`src/common/wbuf_config.svh`:
```
// memory subsystem configuration
// widths, buffer depth and bank geometry shared by all blocks
`ifndef WBUF_CONFIG_SVH
`define WBUF_CONFIG_SVH

//////////////////////////////
// data path

// address and data width
`define WBUF_XLEN 32

//////////////////////////////
// write buffer

// fifo entries, rounded up to a power of two in the buffer
`define WBUF_DEPTH 8

//////////////////////////////
// bank array

`define WBUF_BANKS 4  // power of two
`define WBUF_ROWS 64  // words per bank, power of two

`endif

```
`src/common/wbuf_pkg.sv`:
```
// shared types for the memory subsystem
// word, byte enable, privilege and bank addressing vectors
`include "wbuf_config.svh"

package wbuf_pkg;

  //////////////////////////////
  // data path vectors

  typedef logic [`WBUF_XLEN-1:0]   word_t;  // address or data word
  typedef logic [`WBUF_XLEN/8-1:0] be_t;    // one bit per byte

  // privilege level, 3 is machine
  typedef logic [1:0] prv_t;

  //////////////////////////////
  // bank addressing

  // bank number, taken right above the byte offset
  typedef logic [$clog2(`WBUF_BANKS)-1:0] bank_idx_t;

  // row inside a bank, msb marks the protected half
  typedef logic [$clog2(`WBUF_ROWS)-1:0] row_idx_t;

  // dispatcher states
  typedef enum logic {
    BANK_IDLE,  // nothing in flight
    BANK_BUSY   // waiting for bank ack
  } bank_fsm_t;

endpackage

```
`src/source/resp_collect.sv`:
```
// response collector
// merges bank acks and returns the answering bank's data to the buffer
`include "wbuf_config.svh"

module resp_collect import wbuf_pkg::*; (
  input  logic [`WBUF_BANKS-1:0] bank_ack,
  input  word_t                  bank_q [`WBUF_BANKS],
  input  bank_idx_t              busy_bank,
  output logic                   cache_ack,
  output word_t                  cache_q
);

  logic hit;  // bank in flight is answering

  // only one bank can answer at a time
  assign cache_ack = |bank_ack;
  assign hit       = bank_ack[busy_bank];

  // zero data when nobody answers
  always_comb begin
    cache_q = '0;
    if (hit) begin
      cache_q = bank_q[busy_bank];
    end
  end

endmodule

```
`config.mk`:
```
export PLATFORM = sky130hd
export DESIGN_NAME = resp_collect
export DESIGN_NICKNAME = d
export VERILOG_FILES = /design/src/common/wbuf_pkg.sv /design/src/source/resp_collect.sv
export VERILOG_INCLUDE_DIRS = /design/src /design/src/common
export SDC_FILE = /design/constraint.sdc
export NUM_CORES = 1
export LEC_CHECK = 0
export BUFFER_PORTS_ARGS = -buffer_cell sky130_fd_sc_hd__buf_2
export CAP_MARGIN = 20
export CORE_AREA = 2 2 65 67
export DETAILED_ROUTE_END_ITERATION = 10
export DIE_AREA = 0 0 67 69
export PLACE_DENSITY = 0.81
export SETUP_SLACK_MARGIN = 0.1
export SLEW_MARGIN = 20
export SYNTH_ARGS = -nofsm -noshare
export SYNTH_HDL_FRONTEND = slang
export SYNTH_SLANG_ARGS = --single-unit
```
`constraint.sdc`:
```
create_clock -name vclk -period 1.8
set_clock_uncertainty 0.2 [all_clocks]
set_input_delay 0.27 -clock vclk [all_inputs]
set_output_delay 0.27 -clock vclk [all_outputs]
set_load 0.02 [all_outputs]
```
### After elaboration in Yosys (flattened, before gate mapping)

Cells that the tools add are included.

| word-level totals | value |
|---|---|
| bits in latches | 0 |
| ROM bits | 0 |
| memory bits (writable) | 0 |
| output and inout port bits | 33 |
| memories kept | 0 |
| register bits | 0 |
| word-level logic and storage cells | 10 |

| operators by class | value |
|---|---|
| multipliers | 0 |
| $lt $le $gt $ge | 2 |
| mux-type cells | 6 |
| equal/unequal tests | 0 |
| $add $sub $neg | 0 |
| shift operators | 0 |
| reduce and logical (&&, ||, !) cells | 1 |
| divide/modulo/power cells | 0 |
| bitwise logic cells | 1 |

Operators by type and width:

| operator | count |
|---|---|
| $mux 32 | 3 |
| $bmux 32 s2 | 1 |
| $reduce_or 4->1 | 1 |
| $ge 3x3->1 const B | 1 |
| $lt 2x3->1 const B | 1 |
| $not 2->3 | 1 |
| $bmux 1 s2 | 1 |
| $mux 1 | 1 |

### Depth between registers and ports, before layout

| depth | value |
|---|---|
| depth in word-level cells | 5 |
| gate-level depth with buffers | 4 |
| depth with buffers taken out | 2 |

### Least setup slack after synthesis

No wires, ideal clock.

| path | value |
|---|---|
| path type | input to output |
| start | input port busy_bank[0] |
| end | output port cache_q[10] |
| setup slack | 0.069 ns |
| arrival | 1.261 ns |
| cell stages on the path | 4 |
| cell sequence | buf_6 -> buf_6 -> mux4_1 -> and2_4 |

| between the ends | value |
|---|---|
| longest elaborated chain between the ends | 5 |
| elaborated cells between the ends (all ways) | 7 |
| those cells by class | mux (6); bitwise (1) |

RTL lines:

| what | line | text |
|---|---|---|
| start: declaration | resp_collect.sv:8 | `input bank_idx_t busy_bank,` |
| $not 2->3 (not written as such) | resp_collect.sv:23 | `cache_q = bank_q[busy_bank];` |
| $bmux 32 s2 | resp_collect.sv:23 |  |
| $mux 32 (not written as such) (2 in series) | resp_collect.sv:23 |  |
| $mux 32 * | resp_collect.sv:22 | `if (hit) begin` |
| end: declaration | resp_collect.sv:10 | `output word_t cache_q` |

Mark *: on every way between the ends. The rest lies on a longest branch, timed or not. The select of a mux whose other input is x is not followed.

### Final worst setup path

| path | value |
|---|---|
| start | input port busy_bank[0] |
| end | output port cache_q[22] |

The elaborated chain is that of the path after synthesis.

==> reports/results.md <==
| Metric | Reported | Unit |
|---|---|---|
| Run status | complete, but fails checks | - |
| Failing checks | setup timing | - |
| Vias per cell | 5.09 | - |
| Crit path time final | 1.90 | ns |
| Worst hold-check slack | 0.684 | ns |
| Via count of the first global-routing pass | 1656 | - |
| Aggregate global-route resource usage | 0.209 | - |
| Pint | 0.457 | mW |
| Crit path kind | primary input to output port | - |
| Final Hold Violating Endpoints | 0 | - |
| Number of buffers and inverters on the critical path | 3 | - |
| Top cell by count, worst path | sky130_fd_sc_hd__buf_12 | - |
| Die W | 67 | um |
| Syn Std Cell Area | 0.00120 | sq mm |
| Final instance count without filler cells | 290 | - |
| Number of flip-flops and latches | 0 | - |
| Weighted congestion at the end of routability-driven global placement | 0.792 | - |
| Initial Util | 0.307 | - |
| Slew at the pin with the worst max-slew slack | 0.136 | ns |
| Family of cells with the greatest summed delay on the critical path | multiplexers | - |
| Post-synthesis net count | 211 | - |
| Detail Route Antenna Nets | 0 | - |
| Leftover overflow at the end of global routing | 0 | - |
| Required time at the worst-slack endpoint | 1.33 | ns |
| Cells along the critical path | buf_12 > buf_12 > mux4_1 > and2_4 > buf_2 | - |
| Worst Slack Setup Final | -0.102 | ns |
| Share of the yosys chip area belonging to registers | 0 | - |
| Placeable core region | 0.00391 | sq mm |
| Residual DRC count | 0 | - |
| Crit path max fanout | 14 | - |
| Peak supply drop | 154 | uV |
| Total of buffers placed on input and output ports | 167 | - |
| Wire length of the first global-routing pass | 7.51 | mm |
| Area of the multi-input gates | 0.00108 | sq mm |
| Synthesis-to-finish area growth | 90.1 | % |
| Post-route standard cell area excluding fillers | 0.00228 | sq mm |
| Number of maximum-capacitance constraint violations | 0 | - |
| Final antenna diode count | 0 | - |
| Max stage delay on crit path | 0.57 | ns |
| Initial detailed-routing violation count | 19 | - |
| Maximum number of pins on one net before global-route repair | 33 | - |
| Sequential cell area | 0 | sq um |
| Critical path launch point type | primary input | - |
| Worst path arrival time | 1.43 | ns |
| Net load switching power | 0.285 | mW |
| Number of slew-limit violations in the final report | 0 | - |
| Number of rows created at floorplan | 23 | - |
| Cells on Worst Hold Path | 3 | - |
| Final net count | 376 | - |
| Switching share of total power | 0.384 | - |
| DR vias | 1476 | - |
| Number of iterations in the first detailed-routing pass | 4 | - |
| Gate count of the mapped netlist | 77 | - |
| Wire length reported by the detailed router | 5.07 | mm |
| Layout cells sized above 1 | 0.933 | - |
| RSZ-0062 raised after global routing | true | - |
| Crit share post-route | 1.06 | - |
| Share of power burned in combinational logic | 1.000 | - |
| Total power divided by cell area | 325 | mW/mm^2 |
| Placed instance count | 289 | - |
| Number of primary I/O pins | 167 | - |
| Die area | 0.00462 | sq mm |
| Final cell utilization of the core | 0.583 | - |
| HPWL reported at the end of detailed placement | 4.39 | mm |
| Min-delay worst type | primary input to output port | - |
| # fillers | 327 | - |
| Rel. slew slack | 0.909 | - |
| Flop pwr share | 0 | - |
| Number of buffers inserted to repair setup after CTS | 0 | - |
| Number of setup violations in the final report | 32 | - |
| Clk_buf instances | 0 | - |
| Fmax | 0.526 | GHz |
| Number of distinct library cell variants in the gate-level netlist after synthesis | 8 | - |
| Kind of end point of the critical path | output port | - |
| Die Y | 69 | um |
| Static Leak | 1.20 | nW |
| Final Total Pwr | 0.741 | mW |
| Slowest cell on the critical path | sky130_fd_sc_hd__mux4_1 | - |
| Critical path depth in cells | 5 | - |
| Synthesized area per cell | 15.6 | sq um |
| Part of the total power dissipated in the clock network | 0 | - |
| Count of warnings emitted by yosys | 0 | - |
| Post-detailed-placement cell area | 0.00210 | sq mm |
| Average detailed-routed wire length per instance | 17.5 | um |
| Initial antenna violation count | 0 | - |
| Number of buffers inserted by hold repair at cts | 0 | - |
## metal layers
layer	vias to the layer above	wire, um	GRT usage
li1	663	-	-
met1	711	1510	0.194
met2	92	3100	0.454
met3	10	336	0.0163
met4	0	126	0.0431
met5	-	0	0
## kinds of logic after synthesis
| group | count (synthesis) | share of synthesized area |
|---|---|---|
| simple gates | 33 | 0.237 |
| mux | 33 | 0.681 |
| buf+inv | 11 | 0.0812 |
## path summary, 6_finish.rpt
check                      to          from  slack [ns]
setup / recovery  cache_q[22]  busy_bank[0]       -0.10
hold / removal      cache_ack   bank_ack[3]        0.68
## cell type report
type,instances,area share
Multi-Input combinational cell,66,0.475
Tap cell,50,0.0274
Timing Repair Buffer,174,0.498
## cells in the mapped netlist (all sizes together)
cell     n  area (sq um)
and2    32           278
or4      1          7.51
clkbuf   1          3.75
buf     10          93.8
mux4    33           818
## per-stage QoR
step,setup TNS (ns),setup WS [ns]
floorplan,0,0.0752
global placement,-5.09,-0.194
detailed placement,-5.86,-0.206
CTS,-1.97,-0.107
global route,-2.38,-0.130
finish,-1.67,-0.102
## layout by cell type, fill, tap and decap left out
cell and n:
sky130_fd_sc_hd__and2_2 2, sky130_fd_sc_hd__and2_4 30, sky130_fd_sc_hd__buf_16 1, sky130_fd_sc_hd__buf_12 5, sky130_fd_sc_hd__mux4_2 18, sky130_fd_sc_hd__buf_4 2, sky130_fd_sc_hd__or4_1 1, sky130_fd_sc_hd__mux4_1 15
sky130_fd_sc_hd__buf_2 140, sky130_fd_sc_hd__buf_6 26
## power groups by stage
| stage | clock network, mW | registers [mW] | logic, mW |
|---|---|---|---|
| floorplan | 0 | 0 | 0.406 |
| global placement | 0 | 0 | 0.626 |
| detailed placement | 0 | 0 | 0.643 |
| CTS | 0 | 0 | 0.737 |
| global route | 0 | 0 | 0.786 |
| finish | 0 | 0 | 0.741 |
## what timing repair did
item	CTS	global route
gates resized for setup	55	7
gates cloned	1	0
setup endpoints to repair	32	32
pin swaps	0	0
## worst min-delay path, delay by kind of cell
family / cells / cell delay (ns)
buf+inv: 2 / 0.25
simple gates: 1 / 0.09
Note: power is estimated with default switching activity, not from simulation.
