File: src/common/wbuf_config.svh
// memory subsystem configuration
// widths, buffer depth and bank geometry shared by all blocks
`ifndef WBUF_CONFIG_SVH
`define WBUF_CONFIG_SVH

//////////////////////////////
// data path

// address and data width
`define WBUF_XLEN 32

//////////////////////////////
// write buffer

// fifo entries, rounded up to a power of two in the buffer
`define WBUF_DEPTH 8

//////////////////////////////
// bank array

`define WBUF_BANKS 4  // power of two
`define WBUF_ROWS 64  // words per bank, power of two

`endif

File: src/common/wbuf_pkg.sv
// shared types for the memory subsystem
// word, byte enable, privilege and bank addressing vectors
`include "wbuf_config.svh"

package wbuf_pkg;

  //////////////////////////////
  // data path vectors

  typedef logic [`WBUF_XLEN-1:0]   word_t;  // address or data word
  typedef logic [`WBUF_XLEN/8-1:0] be_t;    // one bit per byte

  // privilege level, 3 is machine
  typedef logic [1:0] prv_t;

  //////////////////////////////
  // bank addressing

  // bank number, taken right above the byte offset
  typedef logic [$clog2(`WBUF_BANKS)-1:0] bank_idx_t;

  // row inside a bank, msb marks the protected half
  typedef logic [$clog2(`WBUF_ROWS)-1:0] row_idx_t;

  // dispatcher states
  typedef enum logic {
    BANK_IDLE,  // nothing in flight
    BANK_BUSY   // waiting for bank ack
  } bank_fsm_t;

endpackage

File: src/source/mem_bank.sv
// one memory bank, byte-enabled word ram
// fixed one-cycle ack, upper half writable at machine level only
`include "wbuf_config.svh"

module mem_bank import wbuf_pkg::*; (
  input  logic     clk,
  input  logic     rstn,
  input  logic     bank_req,
  input  logic     bank_we,
  input  row_idx_t bank_row,
  input  word_t    bank_d,
  input  be_t      bank_be,
  input  prv_t     bank_prv,
  input  logic     bank_flush,
  output logic     bank_ack,
  output word_t    bank_q
);

  localparam prv_t PRV_M = prv_t'(3);  // machine level

  word_t mem [`WBUF_ROWS];

  word_t merged;     // row with enabled bytes replaced
  logic  protect;    // row in upper half
  logic  do_write;

  assign protect  = bank_row[$bits(row_idx_t)-1];

  // flush never touches storage
  assign do_write = bank_req & bank_we & ~bank_flush &
                    (~protect | (bank_prv == PRV_M));

  // byte merge
  always_comb begin
    merged = mem[bank_row];
    for (int b = 0; b < $bits(be_t); b++) begin
      if (bank_be[b]) begin
        merged[b*8 +: 8] = bank_d[b*8 +: 8];
      end
    end
  end

  //////////////////////////////
  // storage and read port

  always_ff @(posedge clk) begin
    if (do_write) begin
      mem[bank_row] <= merged;
    end
    if (bank_req) begin
      bank_q <= do_write ? merged : mem[bank_row];  // row after the update
    end
  end

  always_ff @(posedge clk or negedge rstn) begin
    if (!rstn) begin
      bank_ack <= 1'b0;
    end else begin
      bank_ack <= bank_req;  // every request, one cycle
    end
  end

endmodule

File: config.mk
export PLATFORM = sky130hd
export DESIGN_NAME = mem_bank
export DESIGN_NICKNAME = d
export VERILOG_FILES = /design/src/common/wbuf_pkg.sv /design/src/source/mem_bank.sv
export VERILOG_INCLUDE_DIRS = /design/src /design/src/common
export SDC_FILE = /design/constraint.sdc
export NUM_CORES = 2
export LEC_CHECK = 0
export BUFFER_PORTS_ARGS = -buffer_cell sky130_fd_sc_hd__buf_4
export CAP_MARGIN = 5
export CORE_MARGIN = 10
export CORE_UTILIZATION = 45
export CTS_CLUSTER_SIZE = 14
export DETAILED_ROUTE_END_ITERATION = 8
export SYNTH_ARGS = -nofsm -noshare
export SYNTH_HDL_FRONTEND = slang
export SYNTH_SLANG_ARGS = --single-unit
File: constraint.sdc
create_clock -name clk -period 3.9 [get_ports clk]
set_clock_uncertainty 0.1 [all_clocks]
set_input_delay 0 -clock clk [delete_from_list [all_inputs] [get_ports clk]]
set_output_delay 0 -clock clk [all_outputs]
set_load 0.005 [all_outputs]
**Word level (Yosys, flattened, before mapping)**

Memory sizes are Yosys's and may differ from the RTL's.
Cells that the tools add are included.

- Bits in registers: 33
- RAM bits: 2048
- Input bits: 49
- Output and inout port bits: 33
- Word-level logic and storage cells: 17
- Memories kept: 1

- Eq/ne operators: 1
- Mux-type cells: 7
- Bitwise logic cells: 6

Memory list:

| memory | depth | bits a word | read ports | clocked after Yosys merged registers in | wr ports | RTL line | text |
|---|---|---|---|---|---|---|---|
| mem | 64 | 32 | 1 | 0 | 1 | mem_bank.sv:21 | `` word_t mem [`WBUF_ROWS]; `` |

Operators by type and width:

| operator | number |
|---|---|
| $mux 32 | 1 |
| $mux 8 | 4 |
| $and 1x1->1 | 3 |
| $eq 2x2->1 const B | 1 |
| $mux 1 | 2 |
| $not 1->1 | 2 |
| $or 1x1->1 | 1 |

**Depth between registers and ports, before layout**

- Depth in word-level cells: 5
- Depth in mapped cells: 12
- Depth with buffers taken out: 6

**Least setup slack after synthesis**

No wires, ideal clock.

- Path type: input to register
- Start point: in bank_row[4]
- End point: mem mem[0][10] (netlist bit), data pin
- Library setup time: 0.588 ns
- Arrival time: 3.597 ns
- Required time: 3.212 ns
- Setup slack: -0.385 ns
- Cell stages on the path: 10
- Path buffers: 5
- Cells stage by stage: buf_2 -> buf_4 -> or3b_2 -> clkbuf_1 -> clkbuf_1 -> buf_2 -> o21ai_0 -> o21ai_0 -> o2111a_1 -> a31oi_1

- Longest elaborated chain between the ends: 2

RTL lines:

| item | RTL line | text |
|---|---|---|
| from (decl) | mem_bank.sv:10 | `input row_idx_t bank_row,` |
| $mem_v2 64x32 | n/a |  |
| $mux 8 | mem_bank.sv:37 | `if (bank_be[b]) begin` |
| net merged[10] | mem_bank.sv:23 | `word_t merged;` |
| to (decl) | mem_bank.sv:21 |  |

The timed path passes the listed nets, and every way through them passes these cells.

**Worst setup path in the final report**

- Start point: mem mem[14][21] (netlist bit)
- End point: reg bank_q[21], read port of mem, data pin

- Longest elaborated chain between the ends: 3

RTL lines:

| item | RTL line | text |
|---|---|---|
| $mem_v2 64x32 * | n/a |  |
| $mux 8 | n/a |  |
| $mux 32 * | n/a |  |
| to (decl) | mem_bank.sv:16 | `output word_t bank_q` |

Mark *: on every way between the ends. The rest lies on a longest branch, timed or not.
A chain may end at the register's enable or synchronous reset.

==> impl_metrics.tcl <==
set metrics [dict create \
    status "finished clean" \
    num_io_pins 82 \
    max_freq_ghz 0.2944 \
    die_h_um 445.2 \
    report.final.slew_viol_count 0 \
    die_area_um2 198200 \
    place_inst 7307 \
    grt_usage_pct 32.69 \
    r2r_start "mem[14][21]" \
    yosys_warnings 0 \
    dp_hpwl_mm 196.1 \
    cts_max_level 4 \
    synth-edff-count 2080 \
    hold_start "bank_d[8]" \
    hold_depth 3 \
    path_class "reg2reg" \
    synth.avg_cell_area_um2 17.03 \
    mostFrequentLayoutCell "edfxtp_1" \
    max-vdd-ir-drop_uv 472.6 \
    sw_frac_of_total_pct 23.45 \
    min_period_over_period_pct 87.10 \
    p_comb_share_pct 7.8 \
    synth-adder-area-share_pct 0 \
    cpPeakStageDelay_ps 880 \
    power.density_nw_per_um2 504.9 \
    fin_cells 7762 \
    leakagePower_nw 30.42 \
    syn_area_um2 81340 \
    end_kind "flop" \
    crit_path_start_kind "flop" \
    tns_ps 0 \
    synth.mux.area_fraction_pct 3.072 \
    final_core_util_pct 53.90 \
    fin_nets 5273 \
    gr-total-overflow 0 \
    crit_fanout 2 \
    cts_setup_buffers 0 \
    vias 54960 \
    synthXorXnorAreaFrac_pct 0 \
    clock_latency_ps 870 \
    grt_antenna_before_repair 19 \
    routed_via_density 7.081 \
    ys_seq_area_share_pct 76.82 \
    mostFrequentLayoutCells "2,080 x edfxtp_1, 435 x buf_4, 385 x a22oi_1, 205 x clkbuf_16, 196 x a21oi_1" \
    drtIter0Drc 11260 \
    worstPathCellList "mux2i_1 > a211oi_1 > a211o_1 > a2111oi_0 > nand4_1 > mux2_2 > dlygate4sd3_1" \
    final-setup-viol-count 0 \
    cp_data_arrival_time_ps 3890 \
    dpl_cell_area_um2 89170 \
    rrSetupSlack_ps 500 \
    syn_nets 4826 \
    path_clk_slew_ps 60 \
    portBuffers 81 \
    cp.required_ps 4400 \
    clock_power_share_pct 40.5 \
    cp_top_family "compound AO/OA/AOI/OAI gates" \
    async_flop_share_pct 0.04805 \
    wl_mm 333.5 \
    p_seq_share_pct 51.8 \
    synthDistinctLibCells 83 \
    hold-path-endpoint "bank_q[8]" \
    max-clock-path-buffers 3 \
    rsz0062_at_grt "false" \
    grt_pass1_wl_mm 444.5 \
    reg2reg_depth 7 \
    antenna_left 0 \
    wire_per_inst_um 42.97 \
    die_w_um 445.2 \
    maxCapViolCount 0 \
    p_switching_mw 11.42 \
    power_mw 48.72 \
    grt_pass1_vias 50770 \
    cts_made_buffers 205 \
    cts_root_buffer "clkbuf_16" \
    hold_viol 0 \
    min_period_ps 3397 \
    synth_compound_area_share_pct 12.03 \
    relSlewSlack_pct 12.31 \
    drive_above_1_share_pct 21.78 \
    area_growth_pct 18.63 \
    r2r-end "bank_q[21]" \
    initial_utilization_pct 45.44 \
    crit_buf_inv 1 \
    synth_top_family_by_area "compound AO/OA/AOI/OAI gates" \
    cts_sinks 2081 \
    synthCells 4777 \
    worst_slew_pin_slew_ps 1311 \
    p_int_mw 37.30 \
    hp-class "in2reg" \
    ys.flop_type "edfxtp_1" \
    grt_max_degree 76 \
    core_um2 179000 \
    nFillCells 14030 \
    rows 155 \
    cts_tree "yes" \
    drc 0 \
    final_area_um2 96490 \
    synth-simple-area-share_pct 5.572 \
    place_congestion 0.9084 \
    slowest_stage "a2111oi_0" \
    ys_seq_elements 2081 \
    drtPass1Iterations 6 \
]
## what timing repair did
item | CTS | global route
setup endpoints to repair | 0 | 0
hold buffers | 65 | 0
gates resized for setup | 0 | 0
endpoints found under the hold margin | 2050 | 0
## worst register-to-register path, stage by stage, from the launching register on
cell,delay [ps]
edfxtp_1,370
mux2i_1,150
a211oi_1,90
a211o_1,310
a2111oi_0,880
nand4_1,270
mux2_2,370
dlygate4sd3_1,590
## registers in the layout, indices dropped and copies added, names as in the netlist
name	count
bank_q	32
bank_ack	1
mem	2048
## power groups by stage
stage	combinational [mW]	sequential, mW	clock, mW
after CTS	3.65	25.2	19.7
after global routing	3.85	25.2	20.7
final	3.78	25.2	19.7
after detailed placement	3.56	25.7	0
after global placement	3.50	25.7	0
after floorplan	1.66	25.7	0
## worst max path at each step
stage                      from     endpoint  slack, ps  cells after the start
finish              mem[14][21]   bank_q[21]        500                      7
global route        mem[40][19]   bank_q[19]        430                      8
CTS                 mem[40][19]   bank_q[19]        540                      8
detailed placement  bank_row[2]  mem[51][21]        150                      9
global placement    bank_row[1]    bank_q[6]        140                     11
floorplan           bank_row[4]   mem[0][19]          7                      9
## layer usage
metal / vias to the layer above / share of wire [%] / global-route usage (%)
li1: 20840 / - / -
met1: 27840 / 35 / 44.27
met5: - / 0.058 / 0
met2: 5181 / 42 / 46.84
met3: 1069 / 16 / 10.01
met4: 22 / 6.8 / 18.30
## kinds of logic after synthesis
logic type             count (synthesis)
AOI/OAI and AO/OA                   1340
buffers and inverters                404
DFF                                 2081
muxes                                218
and+or+nand+nor                      734
## synthesized netlist by cell type, types with 17 or more instances
library cell,count,share of area [%]
o22ai_1,163,1.3
o221ai_1,21,0.23
edfxtp_1,2080,77
clkbuf_1,128,0.59
nand3b_1,119,1.1
a2111oi_0,22,0.24
buf_4,35,0.32
nand2_1,39,0.18
or3b_2,89,0.96
buf_6,25,0.35
and3_1,17,0.13
mux2_2,83,1.1
nor3_1,39,0.24
a21oi_1,207,1.3
a31oi_1,28,0.22
a211oi_1,24,0.22
a22oi_1,385,3.6
nand3_1,97,0.60
nor4_1,23,0.18
a221oi_1,178,1.9
nor3b_1,18,0.17
o21ai_0,79,0.49
a222oi_1,18,0.22
buf_2,151,0.93
nor2_1,168,0.78
mux2i_1,118,1.5
mux4_2,17,0.47
a22o_1,68,0.73
buf_1,54,0.25
## area by class of cell
type                    instances  area [um2]  share of cell area [%]
repair buffers                634        6591                   6.831
clock inverters               132        1358                   1.407
diodes                         13       32.53                 0.03372
flip-flops and latches       2081       62480                   64.76
well taps                    2355        2947                   3.054
inverters                      10       45.04                 0.04668
multi-input cells            2292       17750                   18.40
clock buffers                 245        5280                   5.472
## through the flow
stage	setup WS [ps]	hold slack, ps
after floorplan	6.777	-395.6
after global placement	141.8	-325.2
after detailed placement	150.6	-323.0
after CTS	539.4	11.19
after global routing	433.4	7.772
final	503.0	65.75
No activity file was read; power rests on OpenSTA's default activity.
