**config.mk**
```make
export PLATFORM = sky130hd
export DESIGN_NAME = write_buffer
export DESIGN_NICKNAME = d
export VERILOG_FILES = /design/src/common/wbuf_pkg.sv /design/src/write_buffer/write_buffer.sv
export VERILOG_INCLUDE_DIRS = /design/src /design/src/common
export SDC_FILE = /design/constraint.sdc
export NUM_CORES = 1
export LEC_CHECK = 0
export ABC_AREA = 1
export BUFFER_PORTS_ARGS = -buffer_cell sky130_fd_sc_hd__buf_2
export CAP_MARGIN = 25
export CORE_ASPECT_RATIO = 0.5
export CORE_MARGIN = 2
export CORE_UTILIZATION = 53
export DETAILED_ROUTE_END_ITERATION = 8
export GPL_TIMING_DRIVEN = 0
export MAX_ROUTING_LAYER = met4
export PLACE_DENSITY = 0.71
export SETUP_SLACK_MARGIN = 0.05
export SLEW_MARGIN = 5
export SYNTH_ARGS = -nofsm -noshare
export SYNTH_HDL_FRONTEND = slang
export SYNTH_SLANG_ARGS = --single-unit
```
**constraint.sdc**
```tcl
create_clock -name clk -period 6.9 [get_ports clk]
set_input_delay 0.345 -clock clk [delete_from_list [all_inputs] [get_ports clk]]
set_output_delay 0.345 -clock clk [all_outputs]
set_load 0.02 [all_outputs]
```
**src/common/wbuf_config.svh**
```systemverilog
// memory subsystem configuration
// widths, buffer depth and bank geometry shared by all blocks
`ifndef WBUF_CONFIG_SVH
`define WBUF_CONFIG_SVH

//////////////////////////////
// data path

// address and data width
`define WBUF_XLEN 32

//////////////////////////////
// write buffer

// fifo entries, rounded up to a power of two in the buffer
`define WBUF_DEPTH 8

//////////////////////////////
// bank array

`define WBUF_BANKS 4  // power of two
`define WBUF_ROWS 64  // words per bank, power of two

`endif

```
**src/common/wbuf_pkg.sv**
```systemverilog
// shared types for the memory subsystem
// word, byte enable, privilege and bank addressing vectors
`include "wbuf_config.svh"

package wbuf_pkg;

  //////////////////////////////
  // data path vectors

  typedef logic [`WBUF_XLEN-1:0]   word_t;  // address or data word
  typedef logic [`WBUF_XLEN/8-1:0] be_t;    // one bit per byte

  // privilege level, 3 is machine
  typedef logic [1:0] prv_t;

  //////////////////////////////
  // bank addressing

  // bank number, taken right above the byte offset
  typedef logic [$clog2(`WBUF_BANKS)-1:0] bank_idx_t;

  // row inside a bank, msb marks the protected half
  typedef logic [$clog2(`WBUF_ROWS)-1:0] row_idx_t;

  // dispatcher states
  typedef enum logic {
    BANK_IDLE,  // nothing in flight
    BANK_BUSY   // waiting for bank ack
  } bank_fsm_t;

endpackage

```
**src/write_buffer/write_buffer.sv**
```systemverilog
// in-order write buffer on the cpu data port
// writes are acked at once, reads wait for the banks, flushes queue in order
`include "wbuf_config.svh"

module write_buffer import wbuf_pkg::*; (
  input  logic  clk,
  input  logic  rstn,

  // cpu side
  input  logic  mem_req,
  input  logic  mem_we,
  input  word_t mem_adr,
  input  word_t mem_d,
  input  be_t   mem_be,
  input  prv_t  st_prv,
  input  logic  bu_cacheflush,
  output word_t mem_q,
  output logic  mem_ack,

  // toward the bank dispatcher
  output logic  cache_req,
  output word_t cache_adr,
  output logic  cache_we,
  output word_t cache_d,
  output be_t   cache_be,
  output prv_t  cache_prv,
  output logic  cache_flush,
  input  word_t cache_q,
  input  logic  cache_ack
);

  localparam int FIFO_DEPTH = 2 ** $clog2(`WBUF_DEPTH);
  localparam int PTR_W      = $clog2(FIFO_DEPTH);

  //////////////////////////////
  // fifo storage, entry 0 is the head

  word_t ent_adr   [FIFO_DEPTH];
  word_t ent_d     [FIFO_DEPTH];
  be_t   ent_be    [FIFO_DEPTH];
  logic  ent_we    [FIFO_DEPTH];
  logic  ent_acked [FIFO_DEPTH];  // write already acked to cpu
  prv_t  ent_prv   [FIFO_DEPTH];
  logic  ent_flush [FIFO_DEPTH];  // flush forwarded in order

  logic [PTR_W-1:0] fifo_wadr;    // next free slot, wraps to 0 when full
  logic [PTR_W-1:0] push_idx;
  logic             fifo_we;
  logic             fifo_re;
  logic             fifo_empty;
  logic             fifo_full;

  // control
  logic we_ack;          // write accepted this cycle
  logic mem_we_ack;      // delayed write ack
  logic read_pending;    // cpu waits on a read
  logic access_pending;  // request in flight at the banks
  logic issue_acked;     // in-flight access was acked earlier

  // push when something is in flight, unless it drains this very cycle
  assign fifo_we  = access_pending & mem_req & ~(fifo_empty & cache_ack);
  assign fifo_re  = cache_ack & ~fifo_empty;  // head issued on every ack
  assign push_idx = fifo_re ? fifo_wadr - 1'b1 : fifo_wadr;

  // write pointer
  always_ff @(posedge clk or negedge rstn) begin
    if (!rstn) begin
      fifo_wadr <= '0;
    end else begin
      case ({fifo_we, fifo_re})
        2'b10:   fifo_wadr <= fifo_wadr + 1'b1;
        2'b01:   fifo_wadr <= fifo_wadr - 1'b1;
        default: ;
      endcase
    end
  end

  // shift down on pop, push lands at the pointer
  always_ff @(posedge clk) begin
    if (fifo_re) begin
      for (int n = 0; n < FIFO_DEPTH - 1; n++) begin
        ent_adr[n]   <= ent_adr[n+1];
        ent_d[n]     <= ent_d[n+1];
        ent_be[n]    <= ent_be[n+1];
        ent_we[n]    <= ent_we[n+1];
        ent_acked[n] <= ent_acked[n+1];
        ent_prv[n]   <= ent_prv[n+1];
        ent_flush[n] <= ent_flush[n+1];
      end
    end
    if (fifo_we) begin  // wins over the shift at the same slot
      ent_adr[push_idx]   <= mem_adr;
      ent_d[push_idx]     <= mem_d;
      ent_be[push_idx]    <= mem_be;
      ent_we[push_idx]    <= mem_we;
      ent_acked[push_idx] <= we_ack;
      ent_prv[push_idx]   <= st_prv;
      ent_flush[push_idx] <= bu_cacheflush;
    end
  end

  // full and empty flags
  always_ff @(posedge clk or negedge rstn) begin
    if (!rstn) begin
      fifo_full  <= 1'b0;
      fifo_empty <= 1'b1;
    end else begin
      case ({fifo_we, fifo_re})
        2'b10: begin
          fifo_full  <= &fifo_wadr;  // last slot taken
          fifo_empty <= 1'b0;
        end
        2'b01: begin
          fifo_full  <= 1'b0;
          fifo_empty <= (fifo_wadr == PTR_W'(1));
        end
        default: ;
      endcase
    end
  end

  //////////////////////////////
  // cpu acknowledge

  assign we_ack = mem_req & mem_we & ~read_pending;

  always_ff @(posedge clk or negedge rstn) begin
    if (!rstn) begin
      read_pending   <= 1'b0;
      mem_we_ack     <= 1'b0;
      access_pending <= 1'b0;
      issue_acked    <= 1'b0;
    end else begin
      read_pending   <= (read_pending & ~mem_ack) | (mem_req & ~mem_we);
      mem_we_ack     <= we_ack;
      access_pending <= cache_req | (access_pending & ~cache_ack);
      if (cache_req) begin
        issue_acked <= fifo_empty ? we_ack : ent_acked[0];  // flag of what goes out
      end
    end
  end

  // full buffer holds back the last write's ack until an entry moves
  assign mem_ack = (~fifo_full & mem_we_ack) |
                   (fifo_full & fifo_re & ent_we[FIFO_DEPTH-1]) |
                   (cache_ack & ~issue_acked);
  assign mem_q   = cache_q;

  //////////////////////////////
  // cache side, head entry or cpu bypass

  assign cache_req   = ~access_pending ? mem_req : (mem_req | ~fifo_empty) & cache_ack;
  assign cache_adr   = ~fifo_empty ? ent_adr[0]   : mem_adr;
  assign cache_we    = ~fifo_empty ? ent_we[0]    : mem_we;
  assign cache_d     = ~fifo_empty ? ent_d[0]     : mem_d;
  assign cache_be    = ~fifo_empty ? ent_be[0]    : mem_be;
  assign cache_prv   = ~fifo_empty ? ent_prv[0]   : st_prv;
  assign cache_flush = ~fifo_empty ? ent_flush[0] : bu_cacheflush;

endmodule

```
**Yosys cells after proc, flatten, opt, wreduce, memory -nomap -nowiden**

Memory sizes are Yosys's and may differ from the RTL's.
Cells that the tools add are included.

- Flip-flop bits (word level): 9
- Bits in writable memories: 584
- Input bits: 108
- Output and inout bits: 106
- Memories kept: 7

- Add/sub/neg operators: 2
- Equality and inequality tests: 3
- Muxes and demuxes: 16
- Bitwise operators: 27
- Reduce and logical (&&, ||, !) cells: 2

Memories:

| memory | words | bits a word | read ports | clocked after Yosys merged registers in | wr ports | RTL line | text |
|---|---|---|---|---|---|---|---|
| ent_adr | 8 | 32 | 8 | 0 | 8 | write_buffer.sv:38 | `word_t ent_adr [FIFO_DEPTH];` |
| ent_d | 8 | 32 | 8 | 0 | 8 | write_buffer.sv:39 | `word_t ent_d [FIFO_DEPTH];` |
| ent_be | 8 | 4 | 8 | 0 | 8 | write_buffer.sv:40 | `be_t ent_be [FIFO_DEPTH];` |
| ent_prv | 8 | 2 | 8 | 0 | 8 | write_buffer.sv:43 | `prv_t ent_prv [FIFO_DEPTH];` |
| ent_acked | 8 | 1 | 8 | 0 | 8 | write_buffer.sv:42 | `logic ent_acked [FIFO_DEPTH];` |
| ent_flush | 8 | 1 | 8 | 0 | 8 | write_buffer.sv:44 | `logic ent_flush [FIFO_DEPTH];` |
| +1 memories | -- | -- | -- | -- | -- | -- |  |

Operator list:

| kind | count |
|---|---|
| $mux 32 | 2 |
| $and 1x1->1 | 14 |
| $mux 1 | 8 |
| $not 1->1 | 8 |
| $pmux 3 s2 | 1 |
| $or 1x1->1 | 5 |
| $mux 4 | 1 |
| $pmux 1 s2 | 2 |
| $add 3x1->3 const B | 1 |
| $eq 3x1->1 const B | 1 |
| $mux 3 | 1 |
| $reduce_and 3->1 | 1 |
| $sub 3x1->3 const B | 1 |
| $eq 2x1->1 const B | 1 |
| $eq 2x2->1 const B | 1 |
| $mux 2 | 1 |
| $reduce_bool 2->1 | 1 |

**Longest topological paths before layout**

Gate-level depths: netlist (run 1).

- Depth in word-level cells: 9
- Depth in mapped cells: 12

**Worst setup path before layout (run 1)**

OpenSTA, ideal clock, no wires.

- Kind: register to register
- Start point: register fifo_wadr[0]
- End point: memory ent_acked[7] (enable)
- Setup time: 0.505 ns
- Arrival time: 4.441 ns
- Data required time: 6.395 ns
- Setup slack: 1.953 ns
- Cell stages (with the launch flop): 9
- Clock period less this slack: 4.947 ns
- Path through: dfrtp_1 > inv_1 > ha_1 > nand2_1 > nand2_2 > nor2_1 > buf_2 > nand2_1 > nor2_1

RTL lines:

| what | RTL line | text |
|---|---|---|
| start: declaration | write_buffer.sv:46 | `logic [PTR_W-1:0] fifo_wadr;` |
| start signal: assignment | write_buffer.sv:71 | `2'b10: fifo_wadr <= fifo_wadr + 1'b1;` |
| start signal: assignment | write_buffer.sv:72 | `2'b01: fifo_wadr <= fifo_wadr - 1'b1;` |
| end: declaration | write_buffer.sv:42 |  |

==> impl_metrics.yaml, run 1 <==
outcome:
  outcome: "completed"
logic_synthesis:
  netlist_top_cells_area: "edfxtp_1 (64%), nand2_1 (17%), nand4_1 (6.7%), buf_2 (4.4%), nand3_1 (4.2%)"
  yosysWarningCount: 0
  synth.largest_area_cell: "edfxtp_1"
  syn_nets: 2864
  syn_inst: 2751
  syn_avg_cell_area_um2: 9.99
  synth_seq_cells: 593
  ys_types: 26
  netlist_area_um2: 27500
  ys_seq_area_frac: 0.646
  yosysTopAreaCellShare: 0.638
sta:
  setup_viol: 0
  report.final.slew_viol_count: 0
  min_period_ns: 3.20
  max_slew_margin: 0.448
  rsz0062_at_grt: "no"
  worstMarginPinSlew_ns: 0.829
  period_share: 0.463
  worst_slack_ns: 3.70
  max_freq_ghz: 0.313
  finalSetupTns_ns: 0
  hold_viol: 0
  fin_skew_ns: 0.0276
routing:
  drc: 0
  ant_nets: 0
  drt_iter0_markers: 2499
  wl_per_cell_um: 19.5
  drt_wl_total_mm: 74.0
  first_pass_iters: 6
  num_vias: 21494
  routed_via_density: 5.65
setup_path:
  cp_max_fo: 42
  slowest_delay_ns: 0.47
  cpMostUsedCell: "buf_2"
  worst-r2r-cell-count: 8
  crit_buf_inv: 4
  crit_path_top_delay_cell: "dfrtp_1"
  crit_chain: "inv_1 -> ha_1 -> o21ai_2 -> nand3_1 -> buf_2 -> buf_2 -> nand2_4 -> buf_16"
  critPathTopFamily: "buffers and inverters"
  timing.rr.end: "ent_adr[6][20]$_DFFE_PP_"
  required_ns: 7.15
  timing.setup.critical_path_class: "reg2reg"
  regToRegStartpoint: "fifo_wadr[0]$_DFFE_PN0P_"
  cp.arrival_ns: 3.45
  worstSetupStartpointType: "flip-flop"
  critPathCaptureType: "flip-flop"
  ff2ff_setup_slack_ns: 3.70
worst_hold_path:
  min_path_cells: 3
  hold_path_end: "read_pending$_DFF_PN0_"
  min_from: "mem_req"
  min_path_type: "in2reg"
placement:
  numPortBuffers: 181
  dpl.hpwl_mm: 49.9
  pre_cts_slack_ns: 3.81
  place_congestion: 0.894
grt:
  grt_util_all_layers: 0.279
  grt_pass1_wl_mm: 112
  grt_pass1_vias: 19837
  grt_max_degree: 47
  grt-ovfl-total: 0
  antenna_found_initial: 0
floorplan:
  die_w_um: 326
  die_area_um2: 53800
  ios: 214
  start_util: 0.542
  core-area_um2: 50700
  rows: 58
  dieHeight_um: 165
clock_tree:
  clock_path_buffers: 3
  clk_latency_ns: 0.60
  cts_tree: "yes"
  cts_max_level: 2
  clkSinkCount: 593
  cts-buffers-inserted: 53
  clockRootBuffer: "clkbuf_16"
  cts.clk_slew.worst_paths_ns: 0.07
  post_cts_resized: 0
finish:
  finalNetCount: 3184
  diodes: 0
  drive_above_1_share: 0.188
  area_growth_syn_to_layout_pct: 16.6
power_and_ir_drop:
  worst_ir_drop_vdd_mv: 0.226
  power_leakage_nw: 14.1
  power.total_mw: 13.4
  power_density_nw_per_um2: 417
job:
  maxCapViolCount: 0
[logic make-up (layout without fill, tap and decap cells)]
group / after synthesis / after routing / share of synthesized area
and+or+nand+nor: 1808 / 1808 / 0.285
buffers and inverters: 333 / 696 / 0.0634
DFF: 593 / 593 / 0.646
xor gates and xnor gates: 2 / 2 / 0.000637
AOI/OAI and AO/OA: 10 / 10 / 0.00209
adders and majority gates: 5 / 5 / 0.00228
[area by class of cell]
class                      instances  area [um2]
buffer                           321        1700
clock buffer                      64        1410
clock inverter                    34         328
fill                            3966       18700
inverter                          12        45.0
multi-input combinational       1825        8040
sequential                       593       17800
tap                              690         863
timing repair buffer             265        1900
[cells in the final DEF, fill, tap and decap left out, types with 2 or more instances in the layout]
| cell | n |
|---|---|
| a21oi_1 | 2 |
| buf_12 | 2 |
| buf_16 | 7 |
| buf_2 | 424 |
| buf_4 | 48 |
| buf_6 | 2 |
| bufinv_16 | 6 |
| clkbuf_1 | 36 |
| clkbuf_16 | 55 |
| clkbuf_2 | 2 |
| clkinv_1 | 10 |
| clkinv_2 | 11 |
| clkinvlp_4 | 5 |
| dfrtp_1 | 8 |
| dlygate4sd3_1 | 73 |
| edfxtp_1 | 584 |
| ha_1 | 5 |
| inv_1 | 10 |
| inv_2 | 2 |
| nand2_1 | 1262 |
| nand2_4 | 9 |
| nand3_1 | 233 |
| nand4_1 | 293 |
| nor2_1 | 4 |
| nor2_2 | 3 |
| nor2_4 | 2 |
| o21ai_0 | 5 |
| xnor2_1 | 2 |
[state kept, by name (all words and copies together), names as in the netlist]
| signal | cells |
|---|---|
| access_pending | 1 |
| ent_acked | 8 |
| ent_adr | 256 |
| ent_be | 32 |
| ent_d | 256 |
| ent_flush | 8 |
| ent_prv | 16 |
| ent_we | 8 |
| fifo_empty | 1 |
| fifo_full | 1 |
| fifo_wadr | 3 |
| issue_acked | 1 |
| mem_we_ack | 1 |
| read_pending | 1 |
[layer usage]
| metal | global-route usage | up-vias | part of all wire |
|---|---|---|---|
| met5 | - | - | 0 |
| met4 | 0.103 | 0 | 0.037 |
| met3 | 0.0386 | 168 | 0.094 |
| met2 | 0.442 | 1111 | 0.47 |
| met1 | 0.371 | 10133 | 0.40 |
| li1 | - | 10082 | - |
[report_power, final]
group          switching, mW  total (mW)  internal [mW]
clock                   1.37        3.05           1.68
sequential             0.273        5.69           5.42
combinational           3.38        4.63           1.24
[synth_stat cells]
cell type / number
nand2_4: 2
buf_4: 48
a31oi_1: 1
o21ai_2: 1
ha_1: 5
a22oi_1: 1
inv_1: 10
buf_6: 1
nand2_1: 1269
dfstp_2: 1
inv_2: 2
xnor2_1: 2
dfrtp_1: 8
nor2_1: 5
edfxtp_1: 584
buf_2: 243
a21oi_1: 2
or2_2: 1
nand4_1: 293
nor2_2: 3
clkbuf_2: 2
nor2_4: 1
o21ai_0: 5
nand3_1: 233
clkbuf_1: 27
nand2_2: 1
[worst reg2reg max path: cells and delay by family, from the launching register on]
| family | cells | cell delay, ns |
|---|---|---|
| AOI/OAI and AO/OA | 1 | 0.32 |
| adders and majority gates | 1 | 0.36 |
| buffers and inverters | 4 | 1.07 |
| DFF | 1 | 0.47 |
| and+or+nand+nor | 2 | 0.56 |
[timing repair]
action | 4_1_cts | 5_1_grt
buffers inserted | 0 | 0
endpoints found under the hold margin | 81 | 0
hold buffers | 73 | 0
[through the flow]
step / hold WS, ns / cells / utilization / area, um2
2_1_floorplan: 0.0494 / 2751 / - / 27500
3_3_place_gp: 0.202 / 3622 / 0.577 / 29300
3_5_place_dp: 0.208 / 3633 / 0.583 / 29600
4_1_cts: 0.0527 / 3804 / 0.632 / 32000
5_1_grt: 0.0791 / 3804 / 0.632 / 32000
6_report: 0.0581 / 3804 / 0.632 / 32000
[worst max path at each step]
stage	from	slack, ns	end	cells past startpoint
4_1_cts	fifo_wadr[0]$_DFFE_PN0P_	3.77	ent_adr[6][23]$_DFFE_PP_	8
5_1_grt	fifo_wadr[0]$_DFFE_PN0P_	3.65	ent_adr[6][24]$_DFFE_PP_	8
3_5_place_dp	fifo_wadr[0]$_DFFE_PN0P_	3.81	ent_adr[6][24]$_DFFE_PP_	8
6_report	fifo_wadr[0]$_DFFE_PN0P_	3.70	ent_adr[6][20]$_DFFE_PP_	8
2_1_floorplan	fifo_wadr[0]$_DFFE_PN0P_	1.95	ent_acked[7]$_DFFE_PP_	8
3_3_place_gp	fifo_wadr[0]$_DFFE_PN0P_	-0.30	ent_adr[7][24]$_DFFE_PP_	8
Power figures use the tool's default switching activity.
==> inputs of run 2 (changes only) <==
==> constraint.sdc (replaced) <==
create_clock -name clk -period 3 [get_ports clk]
set_input_delay 0.15 -clock clk [delete_from_list [all_inputs] [get_ports clk]]
set_output_delay 0.15 -clock clk [all_outputs]
set_load 0.02 [all_outputs]
==> run 2 against run 1 <==
Compared with the run above: via count rose by 1.8%; register-to-register slack got worse by 3.6 ns; worst setup slack got worse by 3.6 ns; critical path depth rose by 2; non-clock buffer count rose by 13; clock power rose by 110%; sequential power rose by 130%; total power rose by 130%; hold slack improved by 0.0099 ns; critical endpoint is now ent_adr[1][31]$_DFFE_PP_.
==> impl_metrics.yaml, run 2 (synthesized netlist as in run 1, its figures left out) <==
clock_tree:
  cts-buffers-inserted: 53
  clock_path_buffers: 3
  clockRootBuffer: "clkbuf_16"
  clk_latency_ns: 0.60
  cts_max_level: 2
  cts.clk_slew.worst_paths_ns: 0.07
  clkSinkCount: 593
  cts_tree: "yes"
placement:
  dpl.hpwl_mm: 50.6
  numPortBuffers: 181
  place_congestion: 0.873
grt:
  grt-ovfl-total: 0
  grt_pass1_vias: 20182
  grt_max_degree: 49
  grt_pass1_wl_mm: 114
  grt_util_all_layers: 0.282
  antenna_found_initial: 4
finish:
  finalNetCount: 3200
  fin_util: 0.635
  seq_area_um2: 17800
  final_common_cell: "nand2_1"
  area_growth_syn_to_layout_pct: 17.1
  n_fill_cell: 3891
  drive_above_1_share: 0.189
  final_cell_mix: "nand2_1 (1,262), edfxtp_1 (584), buf_2 (418)"
  multi_input_comb_area_um2: 8150
  reg_top3: "ent_adr x256, ent_d x256, ent_be x32"
worst_hold_path:
  min_path_type: "in2async"
floorplan:
  start_util: 0.542
  die_w_um: 326
  ios: 214
  core-area_um2: 50700
  die_area_um2: 53800
  dieHeight_um: 165
  rows: 58
routing:
  drt_wl_total_mm: 76.1
  wl_per_cell_um: 19.9
  num_vias: 21879
  drc: 0
  routed_via_density: 5.72
  first_pass_iters: 5
  drt_iter0_markers: 2745
  ant_nets: 0
setup_path:
  crit_path_top_delay_cell: "dfstp_2"
  crit_chain: "inv_2 -> nand2_4 -> buf_12 -> nand2_1 -> nand2_4 -> nand3_1 -> buf_2 -> clkbuf_4 -> nand2_8 -> clkbuf_16"
  worstSetupStartpointType: "flip-flop"
  crit_start: "fifo_empty$_DFFE_PN1P_"
  required_ns: 3.29
  cpMostUsedCell: "nand2_4"
  critPathCaptureType: "flip-flop"
  timing.setup.critical_path_class: "reg2reg"
  cp_max_fo: 29
  cp.arrival_ns: 3.23
  regToRegStartpoint: "fifo_empty$_DFFE_PN1P_"
  ff2ff_setup_slack_ns: 0.06
  slowest_delay_ns: 0.59
outcome:
  outcome: "completed"
sta:
  hold_viol: 0
  max_freq_ghz: 0.340
  whs_ns: 0.0680
  rsz0062_at_grt: "yes"
  worstMarginPinSlew_ns: 0.897
  max_slew_margin: 0.402
  setup_viol: 0
  min_period_ns: 2.94
  fin_skew_ns: 0.0223
  period_share: 0.979
  report.final.slew_viol_count: 0
power_and_ir_drop:
  worst_ir_drop_vdd_mv: 0.536
  power_leakage_nw: 14.2
  power_density_nw_per_um2: 948
job:
  maxCapViolCount: 0
run 2: cell types whose count changed in the layout (fill, tap and decap cells not counted), moves of 4 or more:
| cell | delta |
|---|---|
| buf_4 | +8 |
| nand2_8 | +7 |
| buf_2 | -6 |
| bufinv_16 | -4 |
| clkbuf_1 | +4 |
| clkbuf_4 | +4 |
| diode_2 | +4 |
| nand2_4 | -4 |
run 2: area by class of cell:
class | instances | area share
Clock buffer | 69 | 0.0430
Clock inverter | 27 | 0.00583
Buffer | 321 | 0.0536
Timing Repair Buffer | 278 | 0.0644
Tap cell | 690 | 0.0268
Multi-Input combinational cell | 1828 | 0.253
Antenna cell | 4 | 0.000311
Sequential cell | 593 | 0.552
Inverter | 12 | 0.00140
run 2: what timing repair did:
action | CTS | global route
endpoints found under the setup margin | 81 | 382
gates resized for setup | 3 | 19
pin swaps | 1 | 4
cloned | 0 | 7
hold buffers | 76 | 0
hold endpoints to repair | 84 | 0
setup buffers | 0 | 6
run 2: per-stage QoR:
stage          setup TNS (ns)  cells  setup slack (ns)  area [um2]  power, mW
2_1_floorplan          -66.09   2751            -0.455       27500       19.9
4_1_cts                     0   3805            0.0418       31900       30.1
6_report                    0   3822            0.0626       32200       30.5
5_1_grt                     0   3820           0.00468       32200       32.0
3_3_place_gp          -593.82   3622             -1.95       29300       23.2
3_5_place_dp            -4.35   3633            -0.117       29600       23.6
run 2: critical path: cells and delay by family (launching register included):
kind                   cells  cell delay (ns)
buffers and inverters      5             1.23
AND/OR/NAND/NOR            5             0.78
flip-flops                 1             0.59
run 2: metal layers:
layer,global-route usage,wire length (um),share of wire,up-vias
li1,-,-,-,10133
met1,0.368,29800,0.39,10317
met2,0.443,34800,0.46,1226
met3,0.0500,8160,0.11,203
met4,0.115,3410,0.045,0
met5,-,0,0,-
run 2: path summary, 6_finish.rpt:
check / endpoint / depth (start not counted)
max in group asynchronous: fifo_wadr[1]$_DFFE_PN0P_ / 3
hold reg to reg: ent_adr[3][8]$_DFFE_PP_ / 2
setup / recovery: ent_adr[1][31]$_DFFE_PP_ / 10
hold / removal: fifo_empty$_DFFE_PN1P_ / 2
setup reg to reg: ent_adr[1][31]$_DFFE_PP_ / 10
min in group clk: read_pending$_DFF_PN0_ / 6
run 2: where the power goes:
group,leakage [nW],internal (mW),switching [mW]
Clock,0.767,3.43,3.10
Combinational,7.65,2.97,7.95
Sequential,5.78,12.5,0.628
